### src/reg_axi_pkg.sv
// Register-bus to AXI4 subsystem package
// Holds bus widths, memory size, AXI encodings and all channel structs
package reg_axi_pkg;

  // Register bus and AXI share one address and data width
  localparam int unsigned ADDR_W = 32;
  localparam int unsigned DATA_W = 32;
  localparam int unsigned STRB_W = DATA_W / 8;

  // AXI ID and user widths; the adapter always drives zero on both
  localparam int unsigned AXI_ID_W   = 4;
  localparam int unsigned AXI_USER_W = 1;

  // Memory slave depth in 32-bit words
  localparam int unsigned MEM_WORDS = 256;
  localparam int unsigned MEM_IDX_W = $clog2(MEM_WORDS);
  // First byte address that lies outside the memory
  localparam logic [ADDR_W-1:0] MEM_BYTES = ADDR_W'(MEM_WORDS * 4);

  // Size code for one full-width beat of four bytes
  localparam logic [2:0] AXI_SIZE   = 3'd2;
  localparam logic [1:0] BURST_INCR = 2'b01;
  // Modifiable, non-bufferable, non-allocating
  localparam logic [3:0] AXI_CACHE  = 4'b0010;

  localparam logic [1:0] RESP_OKAY   = 2'b00;
  localparam logic [1:0] RESP_SLVERR = 2'b10;

  // Single-word register bus request from the master
  typedef struct packed {
    logic [ADDR_W-1:0] addr;
    logic              write;
    logic [DATA_W-1:0] wdata;
    logic [STRB_W-1:0] wstrb;
    logic              valid;
  } reg_req_t;

  // Register bus response; rdata and error only count while ready is high
  typedef struct packed {
    logic [DATA_W-1:0] rdata;
    logic              error;
    logic              ready;
  } reg_rsp_t;

  // Shared AR and AW payload
  typedef struct packed {
    logic [AXI_ID_W-1:0]   id;
    logic [ADDR_W-1:0]     addr;
    logic [7:0]            len;
    logic [2:0]            size;
    logic [1:0]            burst;
    logic [3:0]            cache;
    logic [AXI_USER_W-1:0] user;
  } axi_ax_t;

  typedef struct packed {
    logic [DATA_W-1:0] data;
    logic [STRB_W-1:0] strb;
    logic              last;
  } axi_w_t;

  typedef struct packed {
    logic [AXI_ID_W-1:0] id;
    logic [1:0]          resp;
  } axi_b_t;

  typedef struct packed {
    logic [AXI_ID_W-1:0] id;
    logic [DATA_W-1:0]   data;
    logic [1:0]          resp;
    logic                last;
  } axi_r_t;

  // Everything the AXI master drives
  typedef struct packed {
    axi_ax_t aw;
    logic    aw_valid;
    axi_w_t  w;
    logic    w_valid;
    logic    b_ready;
    axi_ax_t ar;
    logic    ar_valid;
    logic    r_ready;
  } axi_req_t;

  // Everything the AXI slave drives
  typedef struct packed {
    logic   aw_ready;
    logic   w_ready;
    axi_b_t b;
    logic   b_valid;
    logic   ar_ready;
    axi_r_t r;
    logic   r_valid;
  } axi_rsp_t;

endpackage

### src/axi_from_reg.sv
// Register bus to AXI4 adapter
// Issues one single-beat AXI transaction per request and blocks until B or R returns
module axi_from_reg
  import reg_axi_pkg::*;
(
  input  logic     clk_i,
  input  logic     rst_i,
  input  reg_req_t reg_req_i,
  output reg_rsp_t reg_rsp_o,
  output axi_req_t axi_req_o,
  input  axi_rsp_t axi_rsp_i
);

  // One flag per request channel, set once that channel has handed off
  // the held request, so the same request is never issued twice
  logic ar_pending_q;
  logic aw_pending_q;
  logic w_pending_q;

  logic rd_req;
  logic wr_req;

  // The master holds the request stable, so the payloads come straight from it
  assign rd_req = reg_req_i.valid & ~reg_req_i.write;
  assign wr_req = reg_req_i.valid & reg_req_i.write;

  // A response clears the flag and wins over a handshake in the same cycle
  always_ff @(posedge clk_i) begin
    if (rst_i) begin
      ar_pending_q <= 1'b0;
      aw_pending_q <= 1'b0;
      w_pending_q  <= 1'b0;
    end else begin
      if (axi_rsp_i.r_valid) begin
        ar_pending_q <= 1'b0;
      end else if (axi_req_o.ar_valid && axi_rsp_i.ar_ready) begin
        ar_pending_q <= 1'b1;
      end
      if (axi_rsp_i.b_valid) begin
        aw_pending_q <= 1'b0;
      end else if (axi_req_o.aw_valid && axi_rsp_i.aw_ready) begin
        aw_pending_q <= 1'b1;
      end
      if (axi_rsp_i.b_valid) begin
        w_pending_q <= 1'b0;
      end else if (axi_req_o.w_valid && axi_rsp_i.w_ready) begin
        w_pending_q <= 1'b1;
      end
    end
  end

  // Read address channel
  assign axi_req_o.ar = '{
    id:    '0,
    addr:  reg_req_i.addr,
    len:   8'd0,
    size:  AXI_SIZE,
    burst: BURST_INCR,
    cache: AXI_CACHE,
    user:  '0
  };
  assign axi_req_o.ar_valid = rd_req & ~ar_pending_q;
  // Never back-pressure R while a read is held
  assign axi_req_o.r_ready  = rd_req;

  // Write address channel
  assign axi_req_o.aw = '{
    id:    '0,
    addr:  reg_req_i.addr,
    len:   8'd0,
    size:  AXI_SIZE,
    burst: BURST_INCR,
    cache: AXI_CACHE,
    user:  '0
  };
  assign axi_req_o.aw_valid = wr_req & ~aw_pending_q;
  assign axi_req_o.b_ready  = wr_req;

  // Write data goes out alongside AW; each side tracks its own handoff
  assign axi_req_o.w = '{
    data: reg_req_i.wdata,
    strb: reg_req_i.wstrb,
    last: 1'b1
  };
  assign axi_req_o.w_valid = wr_req & ~w_pending_q;

  // Response pulse lasts exactly the one cycle of the B or R transfer
  assign reg_rsp_o.ready = axi_rsp_i.r_valid | axi_rsp_i.b_valid;
  assign reg_rsp_o.rdata = axi_rsp_i.r.data;
  // Anything other than OKAY is reported as an error
  assign reg_rsp_o.error = reg_req_i.write ? (axi_rsp_i.b.resp != RESP_OKAY)
                                           : (axi_rsp_i.r.resp != RESP_OKAY);

endmodule

### config.mk
export PLATFORM = sky130hd
export DESIGN_NAME = axi_from_reg
export DESIGN_NICKNAME = d
export VERILOG_FILES = /design/src/reg_axi_pkg.sv /design/src/axi_from_reg.sv
export SDC_FILE = /design/constraint.sdc
export NUM_CORES = 1
export LEC_CHECK = 0
export ABC_AREA = 1
export BUFFER_PORTS_ARGS = -buffer_cell sky130_fd_sc_hd__buf_4
export CORE_AREA = 2 2 119 121
export CTS_BUF_LIST = sky130_fd_sc_hd__clkbuf_2
export DETAILED_ROUTE_END_ITERATION = 12
export DIE_AREA = 0 0 121 123
export SLEW_MARGIN = 20
export SYNTH_ARGS = -nofsm -noshare
export SYNTH_HDL_FRONTEND = slang
export SYNTH_SLANG_ARGS = --single-unit
### constraint.sdc
create_clock -name clk_i -period 0.8 [get_ports clk_i]
set_clock_uncertainty 0.1 [all_clocks]
set_input_delay 0.08 -clock clk_i [delete_from_list [all_inputs] [get_ports clk_i]]
set_output_delay 0.08 -clock clk_i [all_outputs]
set_load 0.02 [all_outputs]
==> results of run 1 <==
area by class of cell:
class / count / area [um2]
tap: 180 / 225
timing repair buffer: 20 / 158
fill: 1624 / 12900
sequential: 3 / 61.3
multi-input combinational: 62 / 255
clock buffer: 4 / 20.0
inverter: 9 / 33.8
stage by stage:
| stage | worst slack, ns | hold slack (ns) |
|---|---|---|
| after global routing | -0.203 | 0.0396 |
| after CTS | -0.169 | 0.0432 |
| after floorplan | 0.0330 | 0.0956 |
| after global placement | -0.0171 | 0.0601 |
| after detailed placement | -0.0231 | 0.0601 |
| final | -0.147 | 0.0504 |
synth_stat cells (all sizes together):
library cell,number,area (um2)
nand2,5,18.8
conb,2,7.51
inv,9,33.8
dfxtp,3,60.1
o21ai,2,10.0
a21oi,3,15.0
nor2,3,11.3
nor3,1,5.00
nand3,3,15.0
buf,179,1340
per-layer routing:
| metal | vias to the layer above | wire length [um] | global-route usage (%) | part of all wire [%] |
|---|---|---|---|---|
| met1 | 184 | 370 | 1.11 | 13 |
| met4 | 0 | 513 | 6.90 | 18 |
| li1 | 181 | - | - | - |
| met5 | - | 0 | 0 | 0 |
| met3 | 53 | 791 | 3.46 | 28 |
| met2 | 119 | 1110 | 4.14 | 40 |
what timing repair did:
| action | 4_1_cts | 5_1_grt |
|---|---|---|
| setup endpoints to repair | 3 | 4 |
| resized for setup | 2 | 1 |
| pin swaps | 3 | 0 |
report_power, final:
part	internal [mW]	switching, mW	leakage (nW)
clock network	0.132	0.0711	0.0166
logic	0.0832	0.264	0.312
registers	0.154	0.00226	0.0248
total	0.369	0.338	0.353
critical path: stages (launching register included):
cell     delay (ns)
dfxtp_2        0.33
nor3_4         0.11
buf_6          0.14
state kept, by name (all words and copies together) (netlist names):
register,flops
ar_pending_q,1
aw_pending_q,1
w_pending_q,1
logic make-up (layout without fill, tap and decap cells):
kind of cell / count (synthesis) / in the layout / synth area share (%)
AOI/OAI and AO/OA: 5 / 5 / 1.65
DFF: 3 / 3 / 3.95
other: 2 / 45 / 0.494
buffers and inverters: 188 / 33 / 90.6
and+or+nand+nor: 12 / 12 / 3.29
worst max-delay path by stage:
stage / startpoint / endpoint / slack (ns)
after global routing: ar_pending_q / axi_req_o[1] / -0.20
after floorplan: ar_pending_q / axi_req_o[1] / 0.03
after CTS: ar_pending_q / axi_req_o[1] / -0.17
final: ar_pending_q / axi_req_o[1] / -0.15
after global placement: ar_pending_q / axi_req_o[1] / -0.02
after detailed placement: ar_pending_q / axi_req_o[1] / -0.02
==> flow_summary_export.csv, run 1 <==
group,metric,value,unit
drt,detail_route.vias_per_cell,1.93,
drt,antenna_violating_nets_post_route,0,
pwr,total_power,0.707,mW
global_route,grt_first_pass_wirelength,3.16,mm
sta,period_minus_slack,0.947,ns
pwr,static-leakage-power,0.353,nW
die,die_y,123,um
sta,totalNegativeSetupSlack,-0.352,ns
clocking,postCtsSetupBuffers,0,
sta,final-hold-violation-count,0,
setup_path,worstRegToRegCells,2,
sta,max_clock_freq,1060,MHz
place,post_dp_cell_area,724,um2
clocking,cts_tree,"done",
clocking,clock_tree.root_cell,"clkbuf_2",
layout,layout.nets,221,
layout,final_common_cell,"conb_1",
sta,setup_ws,-0.147,ns
layout,finalCoreUtilization,5.53,%
drt,routed_wire_length_per_instance,10.0,um
global_route,grt_util_all_layers,3.19,%
logic_synthesis,syn_avg_cell_area,7.24,um2
pwr,ir_worst_vdd,0.141,mV
setup_path,worst-setup-path-type,"flop to output pin",
hold_path,whs_path_depth,4,
global_route,grt_antenna_before_repair,0,
place,gpl.final_weighted_congestion,0.563,
hold_path,hold_path_end,"ar_pending_q",
hold_path,hold_class,"input port to flop",
logic_synthesis,synth.lib_cells_used.distinct,10,
outcome,failed_checks,"setup timing",
sta,setup_viol_count_final,3,
drt,finalWirelength,2.79,mm
sta,rsz0062_at_grt,"yes",
setup_path,critical_path.startpoint_type,"flop",
setup_path,worst-endpoint-required,0.62,ns
sta,slew_viol_final,0,
setup_path,critPathArrivalTime,0.77,ns
place,port_buffers,19,
sta,finalCritPeriodShare,118,%
layout,final_cell_count_no_fill,278,
drt,firstDrtPassIters,2,
setup_path,critical_path.reg2reg.endpoint,"ar_pending_q",
pwr,power-per-cell-area,938,mW/mm2
drt,detail_route.iter0.violations,1,
clocking,path_clk_slew,0.04,ns
layout,synthToLayoutAreaGrowth,-50.5,%
layout,layout.cells.most_common_list,"45 x conb_1, 18 x buf_4, 9 x inv_1",
die,floorplan.initialDensity,11.2,%
logic_synthesis,synth-seq-area-share,3.95,%
clocking,cts_made_buffers,3,
logic_synthesis,synth.cell_area,0.00152,mm2
logic_synthesis,ys_ff_latch,3,
setup_path,timing.reg2reg.setup_slack,0.13,ns
global_route,globalRoute.totalOverflow,0,
setup_path,r2r_start,"ar_pending_q",
global_route,number_of_global_route_vias_before_repair,474,
clocking,clock_sink_count,3,
die,row_count,43,
die,floorplan.io_pins,306,
die,fp.dieW,121,um
setup_path,cp_max_fo,2,
hold_path,worst_hold_startpoint,"axi_rsp_i[0]",
place,place_inst,274,
logic_synthesis,total_of_warnings_raised_by_yosys,0,
die,fp.dieArea,0.0149,mm2
die,fp.coreArea,0.0136,mm2
global_route,largest_net_degree_at_the_start_of_global_routing,8,
clocking,worst_skew_late_latency,0.20,ns
setup_path,timing.critical_path.to_type,"output pin",
clocking,level_count_of_the_clock_h_tree,1,
layout,final_layout_size_suffix_gt1_share,26.5,%
job,cap_violations,0,
place,dp_hpwl,2.42,mm
clocking,postCtsHoldBufs,0,
outcome,outcome,"finished with violations",
drt,via_count,537,
drt,remaining_drc_errors,0,
layout,diodes,0,
clocking,clock_tree.buffer_depth,2,
logic_synthesis,post_synth_inst_count,210,
layout,fin_area,753,um2
(Power assumes the default switching activity.)
==> run 2, diff against run 1 <==
- ABC_AREA: 1 -> unset
- REMOVE_ABC_BUFFERS: unset -> 1
- SETUP_SLACK_MARGIN: unset -> 0.05
==> run 2 against run 1 <==
  * The run ends with hold timing, setup timing left
  * Combinational power increased by 14%
  * Register-to-register slack lost 0.12 ns
  * Clock power grew 10%
  * Area after synthesis is 0.99% lower
  * Power grew 9.9%
  * Final area is 11% higher
  * Die area stayed put
  * Highest routed layer is now met5
==> flow_summary_export.csv, run 2 <==
group,metric,value,unit
outcome,outcome,"finished with violations",
outcome,failed_checks,"hold timing, setup timing",
drt,via_count,762,
setup_path,timing.reg2reg.setup_slack,0.01,ns
sta,setup_viol_count_final,3,
die,fp.dieArea,0.0149,mm2
setup_path,cp.buffers_inverters,2,
setup_path,crit_path_max_incr_delay,0.31,ns
hold_path,hold_class,"input port to flop",
sta,hold_ws,-0.0612,ns
logic_synthesis,synth.lib_cells_used.distinct,14,
global_route,grt_antenna_before_repair,0,
sta,rsz0062_at_grt,"yes",
place,dp_hpwl,16.4,mm
layout,final_common_cell,"conb_1",
layout,reg.largest.list,"ar_pending_q x1, aw_pending_q x1, w_pending_q x1",
global_route,number_of_global_route_vias_before_repair,574,
die,floorplan.io_pins,306,
logic_synthesis,synth-edff-count,0,
setup_path,worstRegToRegCells,3,
logic_synthesis,syn_avg_cell_area,7.49,um2
drt,detail_route.iter0.violations,42,
global_route,globalRoute.totalOverflow,0,
layout,layout.cells.most_common_list,"45 x conb_1, 14 x buf_4, 11 x buf_6",
logic_synthesis,ys_dominant_reg_cell,"dfxtp_1",
drt,routed_wire_length_per_instance,61.5,um
logic_synthesis,synth_top_cells_by_area,"buf_4 89%, dfxtp_1 4.0%, nor3_1 1.0%, a211oi_2 0.83%, a31oi_1 0.83%",
logic_synthesis,synth.cell_area,0.00151,mm2
place,place_inst,269,
clocking,cts_made_buffers,3,
logic_synthesis,post_synth_inst_count,201,
sta,period_minus_slack,0.991,ns
setup_path,critPathArrivalTime,0.81,ns
setup_path,cp_max_fo,2,
hold_path,whs_path_depth,2,
logic_synthesis,asyncSetResetFlopFracSynth,0,%
setup_path,critical_path.reg2reg.endpoint,"ar_pending_q",
drt,antenna_violating_nets_post_route,0,
clocking,worst_skew_late_latency,0.22,ns
setup_path,critical_path.startpoint_type,"flop",
logic_synthesis,total_of_warnings_raised_by_yosys,0,
die,die_y,123,um
logic_synthesis,ys_ff_latch,3,
place,port_buffers,19,
setup_path,worst-endpoint-required,0.62,ns
setup_path,timing.critical_path.to_type,"output pin",
clocking,clock_tree.buffer_depth,2,
sta,final-hold-violation-count,3,
logic_synthesis,synthTopCellsByCount,"179 x buf_4, 3 x dfxtp_1, 3 x nor2_1, 3 x nor3_1",
clocking,clock_tree.root_cell,"clkbuf_2",
global_route,largest_net_degree_at_the_start_of_global_routing,7,
drt,finalWirelength,16.9,mm
clocking,clock_sink_count,3,
setup_path,r2r_start,"ar_pending_q",
logic_synthesis,synth-seq-area-share,3.99,%
die,row_count,43,
place,post_dp_cell_area,728,um2
setup_path,path_delay_family,"flip-flops",
clocking,path_clk_slew,0.04,ns
logic_synthesis,synth_top_cell_by_area,"buf_4",
global_route,grt_util_all_layers,21.6,%
die,fp.dieW,121,um
pwr,power-per-cell-area,927,mW/mm2
clocking,cts_tree,"done",
logic_synthesis,synthDominantCellAreaShare,89.3,%
drt,detail_route.vias_per_cell,2.77,
drt,firstDrtPassIters,4,
setup_path,crit_path_top_delay_cell,"dfxtp_2",
layout,layout.nets,217,
die,floorplan.initialDensity,11.1,%
setup_path,worstSetupStartpoint,"ar_pending_q",
place,gpl.final_weighted_congestion,0.954,
global_route,grt_first_pass_wirelength,17.5,mm
place,setup_slack_after_placement,-0.0404,ns
logic_synthesis,yosysMostFrequentCell,"buf_4",
clocking,level_count_of_the_clock_h_tree,1,
sta,slew_viol_final,0,
pwr,static-leakage-power,0.369,nW
layout,final_layout_size_suffix_gt1_share,44.7,%
layout,synthToLayoutAreaGrowth,-44.3,%
layout,n_fill_cell,1613,
hold_path,worst_hold_startpoint,"rst_i",
job,cap_violations,0,
setup_path,critical_path_cell_count,3,
pwr,ir_worst_vdd,0.152,mV
die,fp.coreArea,0.0136,mm2
setup_path,cp_cell_sequence,"inv_2 -> and2_4 -> buf_6",
layout,final_cell_count_no_fill,275,
sta,finalCritPeriodShare,124,%
setup_path,worst-setup-path-type,"flop to output pin",
sta,max_clock_freq,1010,MHz
hold_path,hold_path_end,"ar_pending_q",
sta,setup_ws,-0.191,ns
layout,fin_area,838,um2
drt,remaining_drc_errors,0,
-- run 2: cell count changes in the layout (fill, tap and decap cells not counted), sizes merged, moves of 2 or more --
| cell | previous run | this run |
|---|---|---|
| inv | 9 | 2 |
| buf | 20 | 25 |
| nand2 | 5 | 1 |
| nand3 | 3 | 0 |
| a21oi | 3 | 1 |
| a31oi | 0 | 2 |
| nor3 | 1 | 3 |
| o21ai | 2 | 0 |
-- run 2: cell families (layout without fill, tap and decap cells) --
| logic type | after synthesis | after routing | synth area share, % |
|---|---|---|---|
| AOI/OAI and AO/OA | 4 | 4 | 1.99 |
| buffers and inverters | 181 | 31 | 89.8 |
| and+or+nand+nor | 11 | 11 | 3.74 |
| DFF | 3 | 3 | 3.99 |
| other | 2 | 46 | 0.499 |
-- run 2: metal layers --
| layer | wire length, um | track usage, % |
|---|---|---|
| met5 | 74 | 9.03 |
| met4 | 597 | 7.99 |
| met3 | 4520 | 27.2 |
| met2 | 10000 | 45.5 |
| met1 | 1700 | 5.56 |
-- run 2: worst max-delay path by stage --
stage | slack (ns) | end
detailed placement | -0.04 | reg_rsp_o[0]
global placement | -0.03 | reg_rsp_o[0]
global route | -0.21 | axi_req_o[1]
finish | -0.19 | axi_req_o[1]
CTS | -0.20 | axi_req_o[1]
floorplan | -0.11 | axi_req_o[1]
-- run 2: final cells by class --
type / count / area (um2) / area share (%)
Sequential cell: 3 / 63.8 / 7.61
Clock buffer: 4 / 20.0 / 2.39
Antenna cell: 1 / 2.50 / 0.299
Inverter: 2 / 7.51 / 0.896
Multi-Input combinational cell: 60 / 290 / 34.6
Timing Repair Buffer: 25 / 229 / 27.3
Tap cell: 180 / 225 / 26.9
-- run 2: what timing repair did --
action / CTS / global route
resized for setup: 15 / 10
setup endpoints to repair: 8 / 9
cloned: 0 / 0
buffers inserted: 1 / 0
endpoints found under the hold margin: 3 / 3
pin swaps: 4 / 4
-- run 2: metrics by stage --
| step | hold WS (ns) | power, mW | util (%) | TNS, ns |
|---|---|---|---|---|
| 5_1_grt | -0.0614 | 0.811 | 6.14 | -0.607 |
| 3_3_place_gp | 0.0607 | 0.501 | 5.35 | -0.0574 |
| 4_1_cts | -0.0707 | 0.763 | 5.90 | -0.490 |
| 6_report | -0.0612 | 0.777 | 6.16 | -0.490 |
| 3_5_place_dp | 0.0607 | 0.503 | 5.35 | -0.0760 |
| 2_1_floorplan | 0.0446 | 0.390 | - | -0.111 |
-- run 2: power by group --
part	total, mW	internal, mW	switching, mW
Clock	0.224	0.132	0.0921
Sequential	0.156	0.154	0.00198
Combinational	0.397	0.121	0.276
